--- config.mk ---
export PLATFORM = sky130hd
export DESIGN_NAME = bus_unit_top
export DESIGN_NICKNAME = d
export VERILOG_FILES = /design/src/logic/bus_unit_pkg.sv /design/src/logic/wb_bus_if.sv /design/src/logic/bus_unit_top.sv /design/src/logic/wb_priority_arb.sv /design/src/logic/memops.sv /design/src/logic/prefetch.sv
export SDC_FILE = /design/constraint.sdc
export NUM_CORES = 1
export LEC_CHECK = 0
export BUFFER_PORTS_ARGS = -buffer_cell sky130_fd_sc_hd__buf_4
export CAP_MARGIN = 20
export CORE_ASPECT_RATIO = 1.4
export CORE_MARGIN = 8
export CORE_UTILIZATION = 51
export CTS_CLUSTER_SIZE = 40
export DETAILED_ROUTE_END_ITERATION = 8
export HOLD_SLACK_MARGIN = 0.1
export PLACE_DENSITY = 0.77
export SLEW_MARGIN = 20
export SYNTH_ARGS = -nofsm -noshare
export SYNTH_HDL_FRONTEND = slang
export SYNTH_SLANG_ARGS = --single-unit
--- constraint.sdc ---
create_clock -name i_clk -period 7.17 [get_ports i_clk]
set_clock_uncertainty 0.15 [all_clocks]
set_input_delay 0.3585 -clock i_clk [delete_from_list [all_inputs] [get_ports i_clk]]
set_output_delay 0.3585 -clock i_clk [all_outputs]
set_load 0.01 [all_outputs]
--- src/logic/bus_unit_pkg.sv ---
// Bus unit shared definitions
// Word and lane widths, register numbers, memory operation codes
`default_nettype none

package bus_unit_pkg;

	//////////////////////////////////////////////////
	// Widths
	//////////////////////////////////////////////////

	// One data or instruction word
	localparam int DATA_WIDTH = 32;

	// Byte lanes per word
	localparam int SEL_WIDTH = DATA_WIDTH / 8;

	//////////////////////////////////////////////////
	// Types
	//////////////////////////////////////////////////

	typedef logic [DATA_WIDTH-1:0] word_t;

	// Lane 3 is the most significant byte
	typedef logic [SEL_WIDTH-1:0] sel_t;

	// Destination register of a load
	typedef logic [4:0] reg_id_t;

	// Upper two bits give the size, low bit set for a store
	typedef enum logic [2:0]
	{
		LW = 3'b010,
		SW = 3'b011,
		LH = 3'b100,
		SH = 3'b101,
		LB = 3'b110,
		SB = 3'b111
	} mem_op_t;

endpackage

`default_nettype wire
--- src/logic/wb_bus_if.sv ---
// Pipelined Wishbone bus with stall
// One master and one slave view
`timescale 1ns/1ps
`default_nettype none

interface wb_bus_if #(
	parameter int ADDRESS_WIDTH = 30
);

	// Request side
	logic                       cyc;
	logic                       stb;
	logic                       we;
	logic [ADDRESS_WIDTH-1:0]   addr;
	bus_unit_pkg::word_t        data_w;
	bus_unit_pkg::sel_t         sel;

	// Response side
	logic                       stall;
	logic                       ack;
	logic                       err;
	bus_unit_pkg::word_t        data_r;

	// Unit issuing requests
	modport master (
		output cyc, stb, we, addr, data_w, sel,
		input  stall, ack, err, data_r
	);

	// Arbiter receiving requests
	modport slave (
		input  cyc, stb, we, addr, data_w, sel,
		output stall, ack, err, data_r
	);

endinterface

`default_nettype wire

--- src/logic/bus_unit_top.sv ---
// Bus unit top level
// Prefetch and memory unit sharing one Wishbone master port
`timescale 1ns/1ps
`default_nettype none

module bus_unit_top #(
	parameter int ADDRESS_WIDTH = 30
) (
	input  wire logic                     i_clk,
	input  wire logic                     i_reset,
	// Fetch side
	input  wire logic                     i_pf_new_pc,
	input  wire logic                     i_pf_ready,
	input  wire logic [ADDRESS_WIDTH+1:0] i_pf_pc,
	output logic                          o_pf_valid,
	output logic                          o_pf_illegal,
	output bus_unit_pkg::word_t           o_pf_insn,
	output logic [ADDRESS_WIDTH+1:0]      o_pf_insn_pc,
	// Data side
	input  wire logic                     i_mem_stb,
	input  wire bus_unit_pkg::mem_op_t    i_mem_op,
	input  wire logic [ADDRESS_WIDTH+1:0] i_mem_addr,
	input  wire bus_unit_pkg::word_t      i_mem_data,
	input  wire bus_unit_pkg::reg_id_t    i_mem_reg,
	output logic                          o_mem_busy,
	output logic                          o_mem_valid,
	output logic                          o_mem_err,
	output bus_unit_pkg::reg_id_t         o_mem_wreg,
	output bus_unit_pkg::word_t           o_mem_result,
	// Wishbone master
	output logic                          o_wb_cyc,
	output logic                          o_wb_stb,
	output logic                          o_wb_we,
	output logic [ADDRESS_WIDTH-1:0]      o_wb_addr,
	output bus_unit_pkg::word_t           o_wb_data,
	output bus_unit_pkg::sel_t            o_wb_sel,
	input  wire logic                     i_wb_stall,
	input  wire logic                     i_wb_ack,
	input  wire logic                     i_wb_err,
	input  wire bus_unit_pkg::word_t      i_wb_data
);

	// Per-unit buses into the arbiter
	wb_bus_if #(.ADDRESS_WIDTH(ADDRESS_WIDTH)) pf_bus ();
	wb_bus_if #(.ADDRESS_WIDTH(ADDRESS_WIDTH)) mem_bus ();

	//////////////////////////////////////////////////
	// Fetch and data units
	//////////////////////////////////////////////////
	prefetch #(
		.ADDRESS_WIDTH(ADDRESS_WIDTH)
	) pf (
		.i_clk(i_clk), .i_reset(i_reset),
		.i_new_pc(i_pf_new_pc), .i_ready(i_pf_ready), .i_pc(i_pf_pc),
		.o_valid(o_pf_valid), .o_illegal(o_pf_illegal),
		.o_insn(o_pf_insn), .o_pc(o_pf_insn_pc),
		.bus(pf_bus)
	);

	memops #(
		.ADDRESS_WIDTH(ADDRESS_WIDTH)
	) domem (
		.i_clk(i_clk), .i_reset(i_reset),
		.i_stb(i_mem_stb), .i_op(i_mem_op), .i_addr(i_mem_addr),
		.i_data(i_mem_data), .i_reg(i_mem_reg),
		.o_busy(o_mem_busy), .o_valid(o_mem_valid), .o_err(o_mem_err),
		.o_wreg(o_mem_wreg), .o_result(o_mem_result),
		.bus(mem_bus)
	);

	//////////////////////////////////////////////////
	// Arbiter, data unit in the priority slot
	//////////////////////////////////////////////////
	wb_priority_arb #(
		.ADDRESS_WIDTH(ADDRESS_WIDTH)
	) pformem (
		.i_clk(i_clk), .i_reset(i_reset),
		.a(mem_bus), .b(pf_bus),
		.o_wb_cyc(o_wb_cyc), .o_wb_stb(o_wb_stb), .o_wb_we(o_wb_we),
		.o_wb_addr(o_wb_addr), .o_wb_data(o_wb_data), .o_wb_sel(o_wb_sel),
		.i_wb_stall(i_wb_stall), .i_wb_ack(i_wb_ack),
		.i_wb_err(i_wb_err), .i_wb_data(i_wb_data)
	);

endmodule

`default_nettype wire

--- src/logic/wb_priority_arb.sv ---
// Two-master Wishbone arbiter
// Data unit wins an idle bus, grant held until the owner drops cyc
`timescale 1ns/1ps
`default_nettype none

module wb_priority_arb #(
	parameter int ADDRESS_WIDTH = 30
) (
	input  wire logic                     i_clk,
	input  wire logic                     i_reset,
	// Data unit, priority side
	wb_bus_if.slave                       a,
	// Prefetch
	wb_bus_if.slave                       b,
	// Shared bus
	output logic                          o_wb_cyc,
	output logic                          o_wb_stb,
	output logic                          o_wb_we,
	output logic [ADDRESS_WIDTH-1:0]      o_wb_addr,
	output bus_unit_pkg::word_t           o_wb_data,
	output bus_unit_pkg::sel_t            o_wb_sel,
	input  wire logic                     i_wb_stall,
	input  wire logic                     i_wb_ack,
	input  wire logic                     i_wb_err,
	input  wire bus_unit_pkg::word_t      i_wb_data
);

	// Last owner, set means the data unit
	logic r_owner_a;
	logic owner_cyc;
	logic grant_a;

	//////////////////////////////////////////////////
	// Grant
	//////////////////////////////////////////////////
	assign owner_cyc = r_owner_a ? a.cyc : b.cyc;

	// Moves only once the owner has let go
	always_comb
	begin
		if (owner_cyc)
			grant_a = r_owner_a;
		else if (a.cyc)
			grant_a = 1'b1;
		else if (b.cyc)
			grant_a = 1'b0;
		else
			// Idle bus falls back to the data unit
			grant_a = 1'b1;
	end

	always_ff @(posedge i_clk)
	begin
		if (i_reset)
			r_owner_a <= 1'b1;
		else
			r_owner_a <= grant_a;
	end

	//////////////////////////////////////////////////
	// Routing
	//////////////////////////////////////////////////
	assign o_wb_cyc = grant_a ? a.cyc : b.cyc;
	assign o_wb_stb = grant_a ? a.stb : b.stb;
	assign o_wb_we = grant_a ? a.we : b.we;
	assign o_wb_addr = grant_a ? a.addr : b.addr;
	assign o_wb_data = grant_a ? a.data_w : b.data_w;
	assign o_wb_sel = grant_a ? a.sel : b.sel;

	// Loser always sees stall
	assign a.stall = !grant_a || i_wb_stall;
	assign b.stall = grant_a || i_wb_stall;

	// Responses to the owner only
	assign a.ack = grant_a && i_wb_ack;
	assign a.err = grant_a && i_wb_err;
	assign b.ack = !grant_a && i_wb_ack;
	assign b.err = !grant_a && i_wb_err;
	assign a.data_r = i_wb_data;
	assign b.data_r = i_wb_data;

	// Granted master keeps the bus as long as it holds cyc
	assert property (@(posedge i_clk) disable iff (i_reset)
		(grant_a && a.cyc) |=> (grant_a || !a.cyc));

	assert property (@(posedge i_clk) disable iff (i_reset)
		(!grant_a && b.cyc) |=> (!grant_a || !b.cyc));

endmodule

`default_nettype wire

--- src/logic/memops.sv ---
// Load/store unit
// One access at a time, big-endian lane steering, zero-extended loads
`timescale 1ns/1ps
`default_nettype none

module memops #(
	parameter int ADDRESS_WIDTH = 30
) (
	input  wire logic                     i_clk,
	input  wire logic                     i_reset,
	// Core side
	input  wire logic                     i_stb,
	input  wire bus_unit_pkg::mem_op_t    i_op,
	input  wire logic [ADDRESS_WIDTH+1:0] i_addr,
	input  wire bus_unit_pkg::word_t      i_data,
	input  wire bus_unit_pkg::reg_id_t    i_reg,
	output logic                          o_busy,
	output logic                          o_valid,
	output logic                          o_err,
	output bus_unit_pkg::reg_id_t         o_wreg,
	output bus_unit_pkg::word_t           o_result,
	// Bus side
	wb_bus_if.master                      bus
);

	localparam int DW = bus_unit_pkg::DATA_WIDTH;

	logic                  accept;
	logic                  misaligned;
	bus_unit_pkg::sel_t    w_sel;
	bus_unit_pkg::word_t   w_data;
	bus_unit_pkg::word_t   w_shifted;
	bus_unit_pkg::word_t   w_load;
	// Size and byte offset of the access in flight
	bus_unit_pkg::mem_op_t r_op;
	logic [1:0]            r_off;

	assign accept = i_stb && !o_busy;

	//////////////////////////////////////////////////
	// Store lanes and alignment
	//////////////////////////////////////////////////
	// Offset 0 lands in lane 3
	always_comb
	begin
		case (i_op)
		bus_unit_pkg::LH, bus_unit_pkg::SH:
		begin
			misaligned = i_addr[0];
			w_sel = 4'b1100 >> i_addr[1:0];
			w_data = {i_data[15:0], 16'h0} >> {i_addr[1:0], 3'b000};
		end
		bus_unit_pkg::LB, bus_unit_pkg::SB:
		begin
			misaligned = 1'b0;
			w_sel = 4'b1000 >> i_addr[1:0];
			w_data = {i_data[7:0], 24'h0} >> {i_addr[1:0], 3'b000};
		end
		default:
		begin
			misaligned = |i_addr[1:0];
			w_sel = '1;
			w_data = i_data;
		end
		endcase
	end

	//////////////////////////////////////////////////
	// Load extraction
	//////////////////////////////////////////////////
	// Move the addressed field to the top, then zero-extend
	assign w_shifted = bus.data_r << {r_off, 3'b000};

	always_comb
	begin
		case (r_op)
		bus_unit_pkg::LH:
			w_load = {{(DW-16){1'b0}}, w_shifted[DW-1:DW-16]};
		bus_unit_pkg::LB:
			w_load = {{(DW-8){1'b0}}, w_shifted[DW-1:DW-8]};
		default:
			w_load = bus.data_r;
		endcase
	end

	//////////////////////////////////////////////////
	// Access control
	//////////////////////////////////////////////////
	always_ff @(posedge i_clk)
	begin
		// Single clock pulses
		o_valid <= 1'b0;
		o_err <= 1'b0;
		if (i_reset)
		begin
			bus.cyc <= 1'b0;
			bus.stb <= 1'b0;
			bus.we <= 1'b0;
			o_busy <= 1'b0;
		end
		else if (o_busy)
		begin
			if (!bus.stall)
				bus.stb <= 1'b0;
			if (bus.ack || bus.err)
			begin
				bus.cyc <= 1'b0;
				bus.stb <= 1'b0;
				o_busy <= 1'b0;
				// Stores finish quietly
				o_valid <= bus.ack && !bus.we;
				o_err <= bus.err;
			end
		end
		else if (accept)
		begin
			// Misaligned never reaches the bus
			if (misaligned)
				o_err <= 1'b1;
			else
			begin
				bus.cyc <= 1'b1;
				bus.stb <= 1'b1;
				bus.we <= i_op[0];
				o_busy <= 1'b1;
			end
		end
	end

	// Request payload and result
	always_ff @(posedge i_clk)
	begin
		if (accept)
		begin
			bus.addr <= i_addr[ADDRESS_WIDTH+1:2];
			bus.data_w <= w_data;
			bus.sel <= w_sel;
			o_wreg <= i_reg;
			r_op <= i_op;
			r_off <= i_addr[1:0];
		end
		if (o_busy && bus.ack)
			o_result <= w_load;
	end

	// Busy only covers a live bus cycle
	assert property (@(posedge i_clk) disable iff (i_reset)
		o_busy |-> bus.cyc);

	// Misaligned access errors out without a bus cycle
	assert property (@(posedge i_clk) disable iff (i_reset)
		(accept && misaligned) |=> (o_err && !bus.cyc));

endmodule

`default_nettype wire

--- src/logic/prefetch.sv ---
// Instruction prefetch
// Fetches one word at a time and holds it until the core takes it
`timescale 1ns/1ps
`default_nettype none

module prefetch #(
	parameter int ADDRESS_WIDTH = 30
) (
	input  wire logic                     i_clk,
	input  wire logic                     i_reset,
	// Core side
	input  wire logic                     i_new_pc,
	input  wire logic                     i_ready,
	input  wire logic [ADDRESS_WIDTH+1:0] i_pc,
	output logic                          o_valid,
	output logic                          o_illegal,
	output bus_unit_pkg::word_t           o_insn,
	output logic [ADDRESS_WIDTH+1:0]      o_pc,
	// Bus side
	wb_bus_if.master                      bus
);

	// Word address of the fetch in flight
	logic [ADDRESS_WIDTH-1:0] req_addr;
	// Abort done, fetch starts next clock
	logic restart;

	// Read only, whole word
	assign bus.we = 1'b0;
	assign bus.sel = '1;
	assign bus.data_w = '0;
	assign bus.addr = req_addr;

	//////////////////////////////////////////////////
	// Bus cycle control
	//////////////////////////////////////////////////
	always_ff @(posedge i_clk)
	begin
		if (i_reset)
		begin
			bus.cyc <= 1'b0;
			bus.stb <= 1'b0;
			restart <= 1'b0;
			o_valid <= 1'b0;
			o_illegal <= 1'b0;
		end
		else if (i_new_pc)
		begin
			o_valid <= 1'b0;
			o_illegal <= 1'b0;
			// Drop a cycle in flight, else start at once
			restart <= bus.cyc;
			bus.cyc <= !bus.cyc;
			bus.stb <= !bus.cyc;
		end
		else if (restart)
		begin
			restart <= 1'b0;
			bus.cyc <= 1'b1;
			bus.stb <= 1'b1;
		end
		else if (bus.cyc)
		begin
			if (!bus.stall)
				bus.stb <= 1'b0;
			// Word or error arrives
			if (bus.ack || bus.err)
			begin
				bus.cyc <= 1'b0;
				bus.stb <= 1'b0;
				o_valid <= 1'b1;
				o_illegal <= bus.err;
			end
		end
		else if (o_valid && i_ready)
		begin
			o_valid <= 1'b0;
			// After a bus error wait for a new PC
			if (!o_illegal)
			begin
				bus.cyc <= 1'b1;
				bus.stb <= 1'b1;
			end
		end
	end

	//////////////////////////////////////////////////
	// Address and holding register
	//////////////////////////////////////////////////
	always_ff @(posedge i_clk)
	begin
		if (i_new_pc)
			req_addr <= i_pc[ADDRESS_WIDTH+1:2];
		else if (!bus.cyc && !restart && o_valid && i_ready)
			req_addr <= req_addr + 1'b1;

		// Capture only while our own cycle is live
		if (!i_new_pc && bus.cyc && (bus.ack || bus.err))
		begin
			o_insn <= bus.data_r;
			o_pc <= {req_addr, 2'b00};
		end
	end

	// Held instruction blocks the next request
	assert property (@(posedge i_clk) disable iff (i_reset)
		(o_valid && !i_ready && !i_new_pc) |=> !bus.stb);

endmodule

`default_nettype wire

## Yosys cells after proc, flatten, opt, wreduce, memory -nomap -nowiden

Index checks and enable logic that the tools add are counted.

| storage, ports and cells | value |
|---|---|
| bits in latches | 0 |
| register bits | 212 |
| bits in read-only memories | 0 |
| word-level logic and storage cells | 131 |
| bits in writable memories | 0 |
| input port bits | 144 |
| memories kept | 0 |

| cells by class | value |
|---|---|
| div/mod/pow operators | 0 |
| shift operators | 5 |
| add/subtract/negate cells | 1 |
| reductions and logical operators | 39 |
| multiplexer cells | 47 |
| multipliers | 0 |
| bitwise logic cells | 5 |
| equality and inequality tests | 12 |
| $lt $le $gt $ge | 0 |

Operator list:

| operator | count |
|---|---|
| $pmux W32 S2 | 2 |
| $mux W30 | 3 |
| $shr A32 B5 Y32 | 2 |
| $mux W1 | 38 |
| $mux W32 | 1 |
| $shl A32 B5 Y32 | 1 |
| $add A30 B1 Y30 const B | 1 |
| $eq A3 B3 Y1 const B | 6 |
| $reduce_and A3 Y1 | 6 |
| $logic_and A1 B1 Y1 | 13 |
| $reduce_or A2 Y1 | 5 |
| $pmux W4 S2 | 1 |
| $shr A4 B2 Y4 const A | 2 |
| $logic_not A1 Y1 | 6 |
| $reduce_bool A2 Y1 | 3 |
| $ne A5 B5 Y1 const B | 1 |
| $not A1 Y1 | 5 |
| $logic_or A1 B1 Y1 | 4 |
| $mux W4 | 1 |
| $ne A2 B2 Y1 const B | 2 |
| $ne A4 B3 Y1 const B | 1 |
| $reduce_bool A4 Y1 | 1 |
| $ne A3 B3 Y1 const B | 1 |
| $reduce_or A3 Y1 | 1 |
| other kinds (2) | 2 |

## Longest topological paths before layout

| depth | value |
|---|---|
| word-level depth | 10 |
| mapped depth | 6 |
| mapped depth without buffers | 5 |

## Cells and area by module

A second synthesis with hierarchy kept.

| unflattened totals | value |
|---|---|
| cell total of the unflattened synthesis | 841 |
| area, all modules | 10958.0 µm² |

By module, submodules not included:

| module | area an instance (µm²) | times used | cells an instance | sequential area each (µm²) |
|---|---|---|---|---|
| memops | 5142.4 | 1 | 375 | 3363.2 |
| prefetch | 4201.5 | 1 | 316 | 2862.7 |
| wb_priority_arb | 1614.0 | 1 | 150 | 20.0 |

## Worst setup path after synthesis

OpenSTA, ideal clock, no wires.

| timing | value |
|---|---|
| path type | register to register |
| start point | register domem.bus.cyc |
| end point | register pf.o_insn[0] (enable) |
| arrival | 5.381 ns |
| required time | 6.462 ns |
| setup time | 0.558 ns |
| path slack | 1.081 ns |
| stages on the path, launching flop included | 6 |
| buffers on the path | 3 |
| period minus slack after synthesis | 6.089 ns |
| cells stage by stage | dfxtp_1 > a21bo_2 > clkbuf_1 > clkbuf_1 > buf_1 > nor3_1 |

| on the way | value |
|---|---|
| longest elaborated chain between the ends | 6 |
| elaborated cells on any way between the ends | 8 |
| those cells by class | 3 x mux; 5 x reduce/logical |

Ends and longest elaborated chain:

| element | RTL line | text |
|---|---|---|
| start, declared | wb_bus_if.sv:26 | `output cyc, stb, we, addr, data_w, sel,` |
| start signal, assigned | memops.sv:96 | `bus.cyc <= 1'b0;` |
| start signal, assigned | memops.sv:107 | `bus.cyc <= 1'b0;` |
| start signal, assigned | memops.sv:122 | `bus.cyc <= 1'b1;` |
| $mux W1, on equally long branches | wb_priority_arb.sv:43, wb_priority_arb.sv:36 |  |
| $mux W1 (*) | wb_priority_arb.sv:41 | `if (owner_cyc)` |
| $logic_not A1 Y1 (*) | wb_priority_arb.sv:77, wb_priority_arb.sv:78 |  |
| $logic_and A1 B1 Y1, on equally long branches | wb_priority_arb.sv:77, wb_priority_arb.sv:78 |  |
| $logic_or A1 B1 Y1 (*) | prefetch.sv:98 | `if (!i_new_pc && bus.cyc && (bus.ack \|\| bus.err))` |
| $logic_and A1 B1 Y1 (*) | prefetch.sv:98 |  |
| end signal, assigned | prefetch.sv:100 | `o_insn <= bus.data_r;` |
| end, declared | prefetch.sv:17 | `output bus_unit_pkg::word_t o_insn,` |

Mark *: on every way between the ends. The rest lies on a longest branch, timed or not.
A chain may end at the register's enable or synchronous reset.

## Worst setup path in the final report

| timing | value |
|---|---|
| start point | register pf.bus.cyc |
| end point | output o_wb_data[12] |

| on the way | value |
|---|---|
| longest elaborated chain between the ends | 4 |
| elaborated cells on any way between the ends | 5 |
| those cells by class | 5 x mux |

Ends and longest elaborated chain:

| element | RTL line | text |
|---|---|---|
| start, declared | wb_bus_if.sv:26 |  |
| start signal, assigned | prefetch.sv:53 | `bus.cyc <= !bus.cyc;` |
| $mux W1 | wb_priority_arb.sv:45 | `else if (b.cyc)` |
| $mux W1 | wb_priority_arb.sv:43 | `else if (a.cyc)` |
| $mux W1 (*) | wb_priority_arb.sv:41 |  |
| $mux W32 (*) | wb_priority_arb.sv:67 | `assign o_wb_data = grant_a ? a.data_w : b.data_w;` |
| end, declared | bus_unit_top.sv:35 | `output bus_unit_pkg::word_t o_wb_data,` |

Marks and branches as above.

==> metrics list <==
* Peak fanout along the critical path: 57
* Post-synth top area cell: sky130_fd_sc_hd__edfxtp_1
- EDFF count, synth: 200
- Num Clock Sinks: 212
- Setup violations remaining at the end of the flow were counted as 0.
* Class of the worst hold path: in -> reg
- At the pin with the least slew margin, the transition time is 1.05 ns.
* Final WL: approximately 32000 um
- Synthesis-stage register bit count: 212
- Crit-path cells: a21bo_2 -> buf_4 -> and2_1 -> buf_4
- Final setup TNS: 0 ns
- Number of optimization iterations in the first detailed-route pass: 5
- Per report_power, the combinational group accounts for 16.3% of the total.
* Post-layout worst setup margin: 4.29 ns
* Largest cells by area after synthesis: sky130_fd_sc_hd__edfxtp_1 (62%), sky130_fd_sc_hd__nand2_1 (5.0%), sky130_fd_sc_hd__and2_1 (3.2%)
- For the worst setup path, the data arrival time is 2.37 ns.
- Of the available clock period, the critical path in the final layout requires 40.2%.
* Post-placement setup slack: ~4.4 ns
- By area, the combinational part of the netlist is dominated by simple AND/OR/NAND/NOR gates.
- Post-synthesis compound-gate area fraction: 10.6%
- In this run the standard cell core region covers approximately 19000 um2.
- Internal power: 2.39 mW
- In this run, the clock network consumes 36.5% of the power.
- In this run the tightest slew margin relative to its limit is approximately 30%.
- TritonCTS built the clock tree.
- Count of endpoints failing hold in the final timing report: 0
- Overflow after GRT: 0
- Capture point of the critical path: o_wb_data[12]
- Most common library cells after synthesis: sky130_fd_sc_hd__edfxtp_1 (200), sky130_fd_sc_hd__nand2_1 (128), sky130_fd_sc_hd__and2_1 (49), sky130_fd_sc_hd__clkbuf_1 (40), sky130_fd_sc_hd__nor2_1 (39)
* Antenna-violating nets left: 0
- Depth of the worst register-to-register path: 4
* Post-cts resize count: 0
* Avg Vias per Cell: 5.63
- Area Growth Syn to Fin: 46.0%
* Iter 0 DRT Violations: around 750
* Pwr per Cell Area: approximately 220 nW/um2
- Via count: 8286
- After clock tree synthesis, the clock-pin slew on the worst setup and hold paths is 0.06 ns.
- Number of buffers inserted to repair setup after CTS: 0
* Mean instance size in the synthesized netlist: roughly 12 um2
- In this design, the critical path's most frequently occurring cell is sky130_fd_sc_hd__buf_4.
- Post-synth ARST share: 0%
- Input/output buffers: 314
* Count of synthesis-stage warnings from yosys: 0
- Sequential elements use 64.6% of the synthesized area.
- Post-layout min period: 2.88 ns
- The mapped netlist covers 9660 um2.
* Core Rows: between 50 and 60
- Number of buffers on the longest clock path: 3
- Relative contribution of sequential cells to total power: 47.2%
- Mean routed wirelength per cell: 21.7 um
- Top-Level Pins: 319
* Combined global-route utilization of all metal layers: between 20% and 30%
- The slowest stage of the critical path belongs to the cell sky130_fd_sc_hd__buf_4.
- Switching share of total power: roughly 25%
* Startpoint of the worst setup timing path: pf.bus.cyc
* Maximum number of pins on one net before global-route repair: 64
* Psw: slightly below 0.8 mW
- CTS placed an instance of sky130_fd_sc_hd__clkbuf_16 at the clock tree root.
- Number of distinct library cells after synthesis: 59
* Number of antenna violations at the first check in global routing: 1
* Total Nets Final: 1359
- In this design, the stage delay of the slowest critical-path cell is 0.53 ns.
* Number of DRC violations after detailed routing: 0
* Post-Synth Simple-Gate Area: 16.0%
- Derived from the worst setup path, the maximum achievable clock frequency is 347 MHz.
* Max-slew violation total from the final report: 0
* Mapped Cells: 801
* Die Height: approximately 180 um
* Sort of element at the end of the critical path: output pin
* Flip-flop cell with the highest count after synthesis: sky130_fd_sc_hd__edfxtp_1
* Die area: 23700 um2
* Internal reg-to-reg setup slack: 4.43 ns
- Parity-gate share of the synthesized area counting xor and xnor cells: 1.18%
- Max-cap violations in this run came to 0.
* H-tree levels: 1
- The congestion estimate from routability-driven global placement came to 0.922.
- The worst register-to-register path begins at pf.bus.cyc.
- Fraction of post-synthesis cell area in the top cell type by area: 62.2%
- Leading cell type by number of instances after synthesis: sky130_fd_sc_hd__edfxtp_1
* Maximum resistive drop on vdd: about 210 uV
- In this run the critical register-to-register path is captured at pf.o_insn[17].
- At the later pin of the worst-skew pair, clock insertion delay measures around 0.5 ns.
- Of the cells placed in the final design, the portion with a size suffix greater than 1 is 31.0%.
* Post-Synth Adder-Cell Area: 0.130%
- The number of global-route vias before repair was around 8500.
- Setup repair after global routing left no endpoint under its margin.
- The first global-routing pass estimated just under 50000 um of wire.
- Hold buffer count at cts: 119
- The setup path with the least slack is of type reg -> out.
- STA puts the critical path data required time at 6.66 ns.
- Num CTS Buffers: 22
- Proportion of synthesized area in mux cells: 3.85%
* Status: finished clean
- STA classifies the critical path startpoint as a flip-flop.
- Once the floorplan was initialized, standard cells occupied 51.9% of the core.
- Detailed placement HPWL: between 20000 and 25000 um
* Total leakage power: 5.76 nW
- Measured along the x axis, the die boundary spans between 100 and 150 um.
area by class of cell:
cell class | count | area, um2
sequential | 212 | 6250
multi-input combinational | 505 | 3110
clock inverter | 13 | 140
antenna | 1 | 2.50
tap | 244 | 305
clock buffer | 25 | 583
fill | 1198 | 4500
timing repair buffer | 439 | 3590
inverter | 34 | 128
cells by family after synthesis:
logic type	after synthesis
and+or+nand+nor	314
muxes	26
adders and majority gates	1
xor gates and xnor gates	13
DFF	212
buffers and inverters	85
AOI/OAI and AO/OA	149
other	1
worst min-delay path by stage:
stage,endpoint,depth (start not counted),startpoint
2_1_floorplan,domem.o_valid,1,domem.bus.we
3_3_place_gp,domem.o_valid,1,domem.bus.we
3_5_place_dp,domem.o_valid,1,domem.bus.we
4_1_cts,domem.bus.data_w[13],3,i_mem_data[5]
5_1_grt,domem.bus.data_w[13],3,i_mem_data[5]
6_report,domem.bus.data_w[13],3,i_mem_data[5]
state kept, by name, indices dropped and copies added, names as in the netlist, 3 cells and up:
name,cells
domem.bus.addr,30
domem.bus.data_w,32
domem.bus.sel,4
domem.o_result,32
domem.o_wreg,5
domem.r_op,3
pf.bus.addr,30
pf.o_insn,32
pf.o_pc,30
routing by layer:
| layer | GRT usage, % | vias to the layer above | wire (um) |
|---|---|---|---|
| met5 | 0 | - | 0 |
| met4 | 10.2 | 0 | 1070 |
| met3 | 6.73 | 68 | 2990 |
| met2 | 47.2 | 491 | 16700 |
| met1 | 29.0 | 3947 | 11100 |
| li1 | - | 3780 | - |
power groups by stage:
stage	clock [mW]	combinational [mW]	sequential, mW
after floorplan	0	0.216	1.51
after global placement	0	0.445	1.51
after detailed placement	0	0.451	1.52
after CTS	1.17	0.509	1.49
after global routing	1.21	0.553	1.50
final	1.16	0.514	1.49
cells in the final DEF, fill, tap and decap left out, drive strengths merged, types with 3 or more instances in the layout:
master and instances:
o31ai 4, a31oi 4, nor2b 11, or2 4, buf 320, inv 32
mux2i 9, or4 9, a221o 12, nor3 14, and4 3, and3 10
a21oi 26, nand4 11, o22ai 25, o211ai 4, nor4 5, dlygate4sd3 119
bufinv 3, nand2 128, o311a 3, edfxtp 200, a22o 16, o21ai 29
mux4 8, and2 49, mux2 9, nand2b 7, dfxtp 12, clkinv 11
nor2 39, a22oi 9, nand3 20, clkbuf 25, xnor2 11
per-stage QoR:
stage	hold WS [ns]	cell area, um2	power (mW)	utilization [%]	instances
2_1_floorplan	0.262	9670	1.73	-	802
6_report	0.111	14100	3.16	75.8	1473
3_5_place_dp	0.286	12200	1.97	65.5	1315
4_1_cts	0.104	14100	3.17	75.8	1472
3_3_place_gp	0.281	12200	1.96	65.5	1315
5_1_grt	0.111	14100	3.26	75.8	1473
critical path, delay by kind of cell, from the launching register on:
| family | cells | cell delay, ns |
|---|---|---|
| AOI/OAI and AO/OA | 1 | 0.52 |
| DFF | 1 | 0.42 |
| and+or+nand+nor | 1 | 0.25 |
| buffers and inverters | 2 | 0.67 |
Power figures use the tool's default switching activity.
